File: config.mk
export PLATFORM = sky130hd
export DESIGN_NAME = rv_top
export DESIGN_NICKNAME = d
export VERILOG_FILES = /design/src/logic/rv_pkg.sv /design/src/logic/mem_req_if.sv /design/src/logic/apb_requester.sv /design/src/logic/core_sequencer.sv /design/src/logic/reg_file.sv /design/src/logic/rv_decoder.sv /design/src/logic/rv_top.sv
export SDC_FILE = /design/constraint.sdc
export NUM_CORES = 2
export LEC_CHECK = 0
export BUFFER_PORTS_ARGS = -buffer_cell sky130_fd_sc_hd__buf_2
export CORE_AREA = 2 2 440 355
export DETAILED_ROUTE_END_ITERATION = 8
export DIE_AREA = 0 0 442 357
export GPL_TIMING_DRIVEN = 0
export PLACE_DENSITY = 0.51
export SYNTH_ARGS = -nofsm -noshare
export SYNTH_HDL_FRONTEND = slang
export SYNTH_HIERARCHICAL = 1
export SYNTH_SLANG_ARGS = --single-unit
File: constraint.sdc
create_clock -name clk -period 7.4 [get_ports clk]
set_input_delay 2.22 -clock clk [delete_from_list [all_inputs] [get_ports clk]]
set_output_delay 2.22 -clock clk [all_outputs]
set_load 0.02 [all_outputs]
File: src/logic/rv_pkg.sv
package rv_pkg;

    // program counter after reset
    localparam logic [31:0] reset_pc = 32'h8000_0000;

    // full ebreak encoding
    localparam logic [31:0] ebreak_word = 32'h0010_0073;

    // major opcodes
    localparam logic [6:0] op_lui    = 7'b0110111;
    localparam logic [6:0] op_auipc  = 7'b0010111;
    localparam logic [6:0] op_jal    = 7'b1101111;
    localparam logic [6:0] op_jalr   = 7'b1100111;
    localparam logic [6:0] op_op     = 7'b0110011;
    localparam logic [6:0] op_op_imm = 7'b0010011;
    localparam logic [6:0] op_load   = 7'b0000011;
    localparam logic [6:0] op_store  = 7'b0100011;
    localparam logic [6:0] op_system = 7'b1110011;

    // funct3 codes, sb and jalr share 000 with add
    localparam logic [2:0] f3_add    = 3'b000;
    localparam logic [2:0] f3_word   = 3'b010;
    localparam logic [2:0] f3_byte_u = 3'b100;

    typedef struct packed {
        logic [6:0] funct7;
        logic [4:0] rs2;
        logic [4:0] rs1;
        logic [2:0] funct3;
        logic [4:0] rd;
        logic [6:0] opcode;
    } r_fmt_t;

    typedef struct packed {
        logic [11:0] imm;
        logic [4:0]  rs1;
        logic [2:0]  funct3;
        logic [4:0]  rd;
        logic [6:0]  opcode;
    } i_fmt_t;

    typedef struct packed {
        logic [6:0] imm_hi;
        logic [4:0] rs2;
        logic [4:0] rs1;
        logic [2:0] funct3;
        logic [4:0] imm_lo;
        logic [6:0] opcode;
    } s_fmt_t;

    typedef struct packed {
        logic [19:0] imm;
        logic [4:0]  rd;
        logic [6:0]  opcode;
    } u_fmt_t;

    typedef struct packed {
        logic       imm_20;
        logic [9:0] imm_10_1;
        logic       imm_11;
        logic [7:0] imm_19_12;
        logic [4:0] rd;
        logic [6:0] opcode;
    } j_fmt_t;

    // one instruction word, five views
    typedef union packed {
        r_fmt_t r;
        i_fmt_t i;
        s_fmt_t s;
        u_fmt_t u;
        j_fmt_t j;
    } inst_u;

    typedef enum logic [1:0] {
        wb_alu,
        wb_mem,
        wb_pc4,
        wb_imm
    } wb_sel_e;

    typedef struct packed {
        logic [4:0]  rs1;
        logic [4:0]  rs2;
        logic [4:0]  rd;
        logic [31:0] imm;
        logic        reg_wen;
        logic        is_load;
        logic        is_store;
        logic        is_byte;
        logic        is_jal;
        logic        is_jalr;
        logic        src1_is_pc;
        logic        src2_is_imm;
        logic        is_ebreak;
        wb_sel_e     wb_sel;
    } dec_t;

    typedef enum logic [1:0] {
        st_fetch,
        st_execute,
        st_mem,
        st_halt
    } seq_state_e;

endpackage

File: src/logic/mem_req_if.sv
`timescale 1ns/100ps

interface mem_req_if;

    logic        valid;
    logic        write;
    logic [31:0] addr;
    logic [31:0] wdata;
    logic [3:0]  strb;
    // one-cycle pulse, rdata valid alongside
    logic        done;
    logic [31:0] rdata;

    modport requester (
        output valid,
        output write,
        output addr,
        output wdata,
        output strb,
        input  done,
        input  rdata
    );

    modport completer (
        input  valid,
        input  write,
        input  addr,
        input  wdata,
        input  strb,
        output done,
        output rdata
    );

endinterface

File: src/logic/apb_requester.sv
`timescale 1ns/100ps

module apb_requester (
    input  logic         clk,
    input  logic         reset,
    mem_req_if.completer req,
    output logic [31:0]  paddr,
    output logic         psel,
    output logic         penable,
    output logic         pwrite,
    output logic [31:0]  pwdata,
    output logic [3:0]   pstrb,
    input  logic [31:0]  prdata,
    input  logic         pready
);

    // state lives in {psel, penable}
    // 00 idle, 10 setup, 11 access
    always_ff @(posedge clk) begin
        if (reset) begin
            psel    <= 1'b0;
            penable <= 1'b0;
            pwrite  <= 1'b0;
        end else if (!psel) begin
            if (req.valid) begin
                psel   <= 1'b1;
                pwrite <= req.write;
            end
        end else if (!penable) begin
            penable <= 1'b1;
        end else if (pready) begin
            // transfer finished, back to idle
            psel    <= 1'b0;
            penable <= 1'b0;
        end
    end

    // payload captured at the start of a transfer
    always_ff @(posedge clk) begin
        if (!psel && req.valid) begin
            paddr  <= req.addr;
            pwdata <= req.wdata;
            pstrb  <= req.strb;
        end
    end

    assign req.done  = psel && penable && pready;
    assign req.rdata = prdata;

endmodule

File: src/logic/core_sequencer.sv
`timescale 1ns/100ps

module core_sequencer import rv_pkg::*; (
    input  logic         clk,
    input  logic         reset,
    mem_req_if.requester req,
    output logic [31:0]  inst,
    input  dec_t         dec,
    input  logic [31:0]  rs1_data,
    input  logic [31:0]  rs2_data,
    output logic         reg_wen,
    output logic [4:0]   reg_waddr,
    output logic [31:0]  reg_wdata,
    output logic         halted,
    output logic [31:0]  halt_pc
);

    seq_state_e  state;
    logic [31:0] pc;
    logic [31:0] ir;
    logic [31:0] src1;
    logic [31:0] src2;
    logic [31:0] sum;
    logic [31:0] pc_plus4;
    logic [31:0] next_pc;
    logic [1:0]  lane;
    logic [7:0]  load_byte;
    logic [31:0] load_data;
    logic        mem_write;

    assign inst = ir;

    // the one adder
    assign src1 = dec.src1_is_pc ? pc : rs1_data;
    assign src2 = dec.src2_is_imm ? dec.imm : rs2_data;
    assign sum  = src1 + src2;

    assign pc_plus4 = pc + 32'd4;

    always_comb begin
        if (dec.is_jalr) begin
            next_pc = {sum[31:1], 1'b0};
        end else if (dec.is_jal) begin
            next_pc = sum;
        end else begin
            next_pc = pc_plus4;
        end
    end

    // byte lane from the low address bits
    assign lane      = sum[1:0];
    assign load_byte = req.rdata[{lane, 3'b000} +: 8];
    assign load_data = dec.is_byte ? {24'd0, load_byte} : req.rdata;

    // request stays up for the whole fetch or mem state
    assign mem_write = (state == st_mem) && dec.is_store;
    assign req.valid = (state == st_fetch) || (state == st_mem);
    assign req.write = mem_write;
    assign req.addr  = (state == st_mem) ? {sum[31:2], 2'b00} : pc;
    assign req.wdata = dec.is_byte ? (rs2_data << {lane, 3'b000}) : rs2_data;

    always_comb begin
        if (!mem_write) begin
            req.strb = 4'b0000;
        end else if (dec.is_byte) begin
            req.strb = 4'b0001 << lane;
        end else begin
            req.strb = 4'b1111;
        end
    end

    // writeback source
    always_comb begin
        case (dec.wb_sel)
            wb_alu:  reg_wdata = sum;
            wb_mem:  reg_wdata = load_data;
            wb_pc4:  reg_wdata = pc_plus4;
            default: reg_wdata = dec.imm;
        endcase
    end

    // loads write in mem when done arrives, all others in execute
    assign reg_wen = dec.reg_wen &&
                     (((state == st_execute) && !dec.is_load) ||
                      ((state == st_mem) && req.done));
    assign reg_waddr = dec.rd;

    always_ff @(posedge clk) begin
        if (reset) begin
            state <= st_fetch;
            pc    <= reset_pc;
        end else begin
            case (state)
                st_fetch: begin
                    if (req.done) begin
                        state <= st_execute;
                    end
                end
                st_execute: begin
                    if (dec.is_ebreak) begin
                        // pc stays on the ebreak
                        state <= st_halt;
                    end else if (dec.is_load || dec.is_store) begin
                        state <= st_mem;
                    end else begin
                        pc    <= next_pc;
                        state <= st_fetch;
                    end
                end
                st_mem: begin
                    if (req.done) begin
                        pc    <= next_pc;
                        state <= st_fetch;
                    end
                end
                default: begin
                    state <= st_halt;
                end
            endcase
        end
    end

    // instruction register
    always_ff @(posedge clk) begin
        if (state == st_fetch && req.done) begin
            ir <= req.rdata;
        end
    end

    assign halted  = (state == st_halt);
    assign halt_pc = pc;

endmodule

File: src/logic/reg_file.sv
`timescale 1ns/100ps

module reg_file (
    input  logic        clk,
    input  logic [4:0]  raddr1,
    input  logic [4:0]  raddr2,
    input  logic [4:0]  waddr,
    input  logic        wen,
    input  logic [31:0] wdata,
    output logic [31:0] rdata1,
    output logic [31:0] rdata2
);

    // x1..x31, x0 is hardwired
    logic [31:0] regs [1:31];

    always_ff @(posedge clk) begin
        if (wen && waddr != 5'd0) begin
            regs[waddr] <= wdata;
        end
    end

    // asynchronous reads
    assign rdata1 = (raddr1 == 5'd0) ? 32'd0 : regs[raddr1];
    assign rdata2 = (raddr2 == 5'd0) ? 32'd0 : regs[raddr2];

endmodule

File: src/logic/rv_decoder.sv
`timescale 1ns/100ps

module rv_decoder import rv_pkg::*; (
    input  logic [31:0] inst,
    output dec_t        dec
);

    inst_u       word;
    logic [31:0] imm_i;
    logic [31:0] imm_s;
    logic [31:0] imm_u;
    logic [31:0] imm_j;

    assign word = inst;

    // sign-extended immediates per format
    assign imm_i = {{20{word.i.imm[11]}}, word.i.imm};
    assign imm_s = {{20{word.s.imm_hi[6]}}, word.s.imm_hi, word.s.imm_lo};
    assign imm_u = {word.u.imm, 12'b0};
    assign imm_j = {{11{word.j.imm_20}}, word.j.imm_20, word.j.imm_19_12,
                    word.j.imm_11, word.j.imm_10_1, 1'b0};

    always_comb begin
        dec        = '0;
        dec.rs1    = word.r.rs1;
        dec.rs2    = word.r.rs2;
        dec.rd     = word.r.rd;
        dec.wb_sel = wb_alu;
        case (word.r.opcode)
            op_lui: begin
                dec.imm     = imm_u;
                dec.reg_wen = 1'b1;
                dec.wb_sel  = wb_imm;
            end
            op_auipc: begin
                dec.imm         = imm_u;
                dec.reg_wen     = 1'b1;
                dec.src1_is_pc  = 1'b1;
                dec.src2_is_imm = 1'b1;
            end
            op_jal: begin
                // adder forms pc + imm as the target
                dec.imm         = imm_j;
                dec.reg_wen     = 1'b1;
                dec.is_jal      = 1'b1;
                dec.src1_is_pc  = 1'b1;
                dec.src2_is_imm = 1'b1;
                dec.wb_sel      = wb_pc4;
            end
            op_jalr: begin
                dec.imm = imm_i;
                if (word.i.funct3 == f3_add) begin
                    dec.reg_wen     = 1'b1;
                    dec.is_jalr     = 1'b1;
                    dec.src2_is_imm = 1'b1;
                    dec.wb_sel      = wb_pc4;
                end
            end
            op_op: begin
                if (word.r.funct3 == f3_add && word.r.funct7 == 7'b0) begin
                    dec.reg_wen = 1'b1;
                end
            end
            op_op_imm: begin
                dec.imm = imm_i;
                if (word.i.funct3 == f3_add) begin
                    dec.reg_wen     = 1'b1;
                    dec.src2_is_imm = 1'b1;
                end
            end
            op_load: begin
                dec.imm = imm_i;
                if (word.i.funct3 == f3_word || word.i.funct3 == f3_byte_u) begin
                    dec.reg_wen     = 1'b1;
                    dec.is_load     = 1'b1;
                    dec.is_byte     = (word.i.funct3 == f3_byte_u);
                    dec.src2_is_imm = 1'b1;
                    dec.wb_sel      = wb_mem;
                end
            end
            op_store: begin
                dec.imm = imm_s;
                // sb is funct3 000
                if (word.s.funct3 == f3_word || word.s.funct3 == f3_add) begin
                    dec.is_store    = 1'b1;
                    dec.is_byte     = (word.s.funct3 == f3_add);
                    dec.src2_is_imm = 1'b1;
                end
            end
            op_system: begin
                dec.is_ebreak = (inst == ebreak_word);
            end
            default: begin
                // unknown, leave everything off
                dec.imm = imm_i;
            end
        endcase
    end

endmodule

File: src/logic/rv_top.sv
`timescale 1ns/100ps

module rv_top import rv_pkg::*; (
    input  logic        clk,
    input  logic        reset,
    output logic [31:0] paddr,
    output logic        psel,
    output logic        penable,
    output logic        pwrite,
    output logic [31:0] pwdata,
    output logic [3:0]  pstrb,
    input  logic [31:0] prdata,
    input  logic        pready,
    output logic        halted,
    output logic [31:0] halt_pc
);

    logic [31:0] inst;
    dec_t        dec;
    logic [31:0] rs1_data;
    logic [31:0] rs2_data;
    logic        reg_wen;
    logic [4:0]  reg_waddr;
    logic [31:0] reg_wdata;

    mem_req_if mem_req ();

    core_sequencer seq0 (
        .clk       (clk),
        .reset     (reset),
        .req       (mem_req.requester),
        .inst      (inst),
        .dec       (dec),
        .rs1_data  (rs1_data),
        .rs2_data  (rs2_data),
        .reg_wen   (reg_wen),
        .reg_waddr (reg_waddr),
        .reg_wdata (reg_wdata),
        .halted    (halted),
        .halt_pc   (halt_pc)
    );

    rv_decoder dec0 (
        .inst (inst),
        .dec  (dec)
    );

    reg_file rf0 (
        .clk    (clk),
        .raddr1 (dec.rs1),
        .raddr2 (dec.rs2),
        .waddr  (reg_waddr),
        .wen    (reg_wen),
        .wdata  (reg_wdata),
        .rdata1 (rs1_data),
        .rdata2 (rs2_data)
    );

    apb_requester apb0 (
        .clk     (clk),
        .reset   (reset),
        .req     (mem_req.completer),
        .paddr   (paddr),
        .psel    (psel),
        .penable (penable),
        .pwrite  (pwrite),
        .pwdata  (pwdata),
        .pstrb   (pstrb),
        .prdata  (prdata),
        .pready  (pready)
    );

endmodule

==> impl_metrics.json <==
{
  "power_frac_comb": 0.107,
  "drt_pre_antenna_iters": 6,
  "dp_slack_ps": -2440,
  "crit_type": "reg2reg",
  "die-area_um2": 158000,
  "insertion_delay_ps": 770,
  "ys.flop_type": "edfxtp_1",
  "drive_above_1_share": 0.259,
  "mostFrequentLayoutCells": "edfxtp_1, mux4_2, mux2i_1, nand2_1, nor2_1",
  "cts_tree": "yes",
  "drc": 0,
  "fin_crit_ps": 7620,
  "syn_to_final_growth_pct": 15.5,
  "setup_tns_ps": -15390,
  "drt_iter0_markers": 6873,
  "total_power_uw": 14800,
  "max-cap-violations": 0,
  "ys_seq_area_frac": 0.579,
  "synth_nets": 3988,
  "slew_viol_final": 0,
  "min_path_type": "reg2reg",
  "irDropWorstVdd_uv": 191,
  "rsz0062_at_grt": "no",
  "violations": "setup timing",
  "synth_top_cell_by_area": "edfxtp_1",
  "arrival_ps": 8220,
  "antenna_found_initial": 14,
  "cellLeakagePower_uw": 0.0227,
  "skew_ps": 32.5,
  "path_cells": "buf_4 -> buf_2 -> clkdlybuf4s15_2 -> buf_2 -> mux2i_1 -> nand2_1 -> a311o_1 -> mux2_2 -> ha_1 -> nand4_1 -> nor4_4 -> buf_4 -> nand4_1 -> nand3_4 -> nand2_1 -> o31ai_2 -> xnor2_1 -> o311ai_4 -> buf_12 -> buf_8",
  "core_area_um2": 153000,
  "routed_via_density": 6.54,
  "fin_crit_sh": 1.03,
  "ys_warn_count": 6,
  "critPathMaxStageDelay_ps": 630,
  "drt-total-wl_mm": 247,
  "synth_area_leaders": "edfxtp_1, mux4_2, mux2i_1, mux2_2, nand2_1",
  "synth_edf_count": 1092,
  "syn_inst": 3920,
  "start_kind": "flip-flop",
  "status": "finished, violations left",
  "crit_path_top_delay_cell": "buf_2",
  "switching_share": 0.257,
  "num_vias": 41600,
  "final_common_cell": "edfxtp_1",
  "finalSetupViolations": 233,
  "worst_slack_ps": -222,
  "max_slew_margin": 0.0188,
  "gr-usage-all-layers": 0.305,
  "p_switching_uw": 3810,
  "fmax_mhz": 131,
  "port_buffers": 106,
  "dpl.hpwl_mm": 185,
  "nNetsFinal": 4293,
  "root_buffer": "clkbuf_16",
  "cp-end-kind": "flip-flop",
  "synthArstFlopShare": 0,
  "clkSinkCount": 1129,
  "cp_max_fo": 25,
  "seq_power_share": 0.494,
  "syn_area_per_cell_um2": 14.8,
  "tightest_slew_ps": 1470,
  "ant_nets": 0,
  "cts_buffers": 119,
  "h-tree-depth": 3,
  "grt_pass1_wl_mm": 328,
  "drt-wirelength-per-cell_um": 38.8,
  "path_clk_slew_ps": 70,
  "synth_area_um2": 57900,
  "initial_core_util": 0.377,
  "power.internal_uw": 11000,
  "synth_seq_cells": 1129,
  "grt_overflow_total": 0,
  "hold_viol": 0,
  "die_w_um": 442,
  "row_count": 129,
  "place_congestion": 0.980,
  "die_h_um": 357,
  "p_clk_frac": 0.399,
  "powerDensity_nw_per_um2": 222,
  "netlist.area_leader.share": 0.566,
  "pin_count": 139,
  "grt_max_degree": 51,
  "synth_cell_type_count": 115,
  "grt_pass1_vias": 38300,
  "worstPathRequired_ps": 8000,
  "clock_path_buffers": 3
}
==> kinds of logic (layout without fill, tap and decap cells) <==
group	count (synthesis)	in the layout	synth area share
other	0	5	0
AND/OR/NAND/NOR	814	814	0.0696
adder cells (fa/ha/maj)	33	33	0.00726
multiplexers	788	789	0.216
AO/OA/AOI/OAI	721	723	0.0844
flip-flops	1129	1129	0.579
XOR/XNOR	52	52	0.00787
buffers and inverters	383	788	0.0357
==> final cells by class <==
type | count | area, µm²
sequential | 1129 | 33500
clock buffer | 158 | 3230
timing repair buffer | 182 | 1810
antenna | 5 | 12.5
buffer | 351 | 2030
multi-input combinational | 2411 | 23100
tap | 2030 | 2540
inverter | 31 | 116
fill | 13800 | 86600
clock inverter | 66 | 527
==> worst paths after layout <==
check                              startpoint          endpoint  slack (ps)  depth (start not counted)
worst max-delay path            seq0/inst[17]  rf0/regs[15][29]        -220                         20
worst min-delay path              apb0/pwrite       apb0/pwrite         480                          2
worst max register to register  seq0/inst[17]  rf0/regs[15][29]        -220                         20
worst min register to register    apb0/pwrite       apb0/pwrite         480                          2
==> repair_timing <==
item,CTS,global route
setup endpoints to repair,667,519
hold buffers,0,0
setup buffers,10,11
pin swaps,8,11
gates cloned,2,1
resized for setup,53,32
==> flip-flops by register name, summed over array words and instances (netlist names) <==
register,cells
rf0/regs,992
apb0/paddr,32
apb0/pwdata,32
seq0/halt_pc,32
seq0/inst,32
apb0/pstrb,4
seq0/state,2
apb0/penable,1
apb0/psel,1
apb0/pwrite,1
==> per-stage QoR <==
step                 util  instance area [µm²]  cells  hold WS (ps)
floorplan               -                57900   3920           551
global placement    0.397                61000   6056           465
detailed placement  0.407                62500   6111           468
CTS                 0.434                66600   6346           480
global route        0.436                66900   6360           511
finish              0.436                66900   6363           475
==> Yosys cell counts, types with 31 or more instances <==
cell type	n
a211o_1	31
a21o_1	34
a21oi_1	168
a22o_1	48
a22oi_1	112
a311o_1	31
and2_1	55
buf_2	71
buf_4	73
clkbuf_1	153
dfxtp_1	37
edfxtp_1	1092
ha_1	32
inv_1	31
mux2_2	88
mux2i_1	338
mux4_2	346
nand2_1	230
nand3_1	96
nand4_1	34
nor2_1	211
nor2b_1	46
o21ai_0	128
xnor2_1	38
==> worst max-delay path: cells and delay by family, from the launching register on <==
family / cells / cell delay, ps
buffers and inverters: 7 / 2420
and+or+nand+nor: 6 / 1550
AOI/OAI and AO/OA: 3 / 1380
muxes: 2 / 800
adders and majority gates: 1 / 430
DFF: 1 / 410
xor gates and xnor gates: 1 / 370
==> layer usage <==
layer,GRT usage,wire length [µm]
met1,0.462,109000
met2,0.397,95600
met3,0.124,35300
met4,0.0759,6620
met5,0.0135,507
==> power groups by stage <==
stage | combinational, µW | sequential, µW | clock (µW)
finish | 1590 | 7320 | 5920
global route | 1630 | 7320 | 6240
CTS | 1520 | 7320 | 5990
detailed placement | 1470 | 7460 | 0
global placement | 1360 | 7490 | 0
floorplan | 710 | 7490 | 0
No activity file was read; power rests on OpenSTA's default activity.
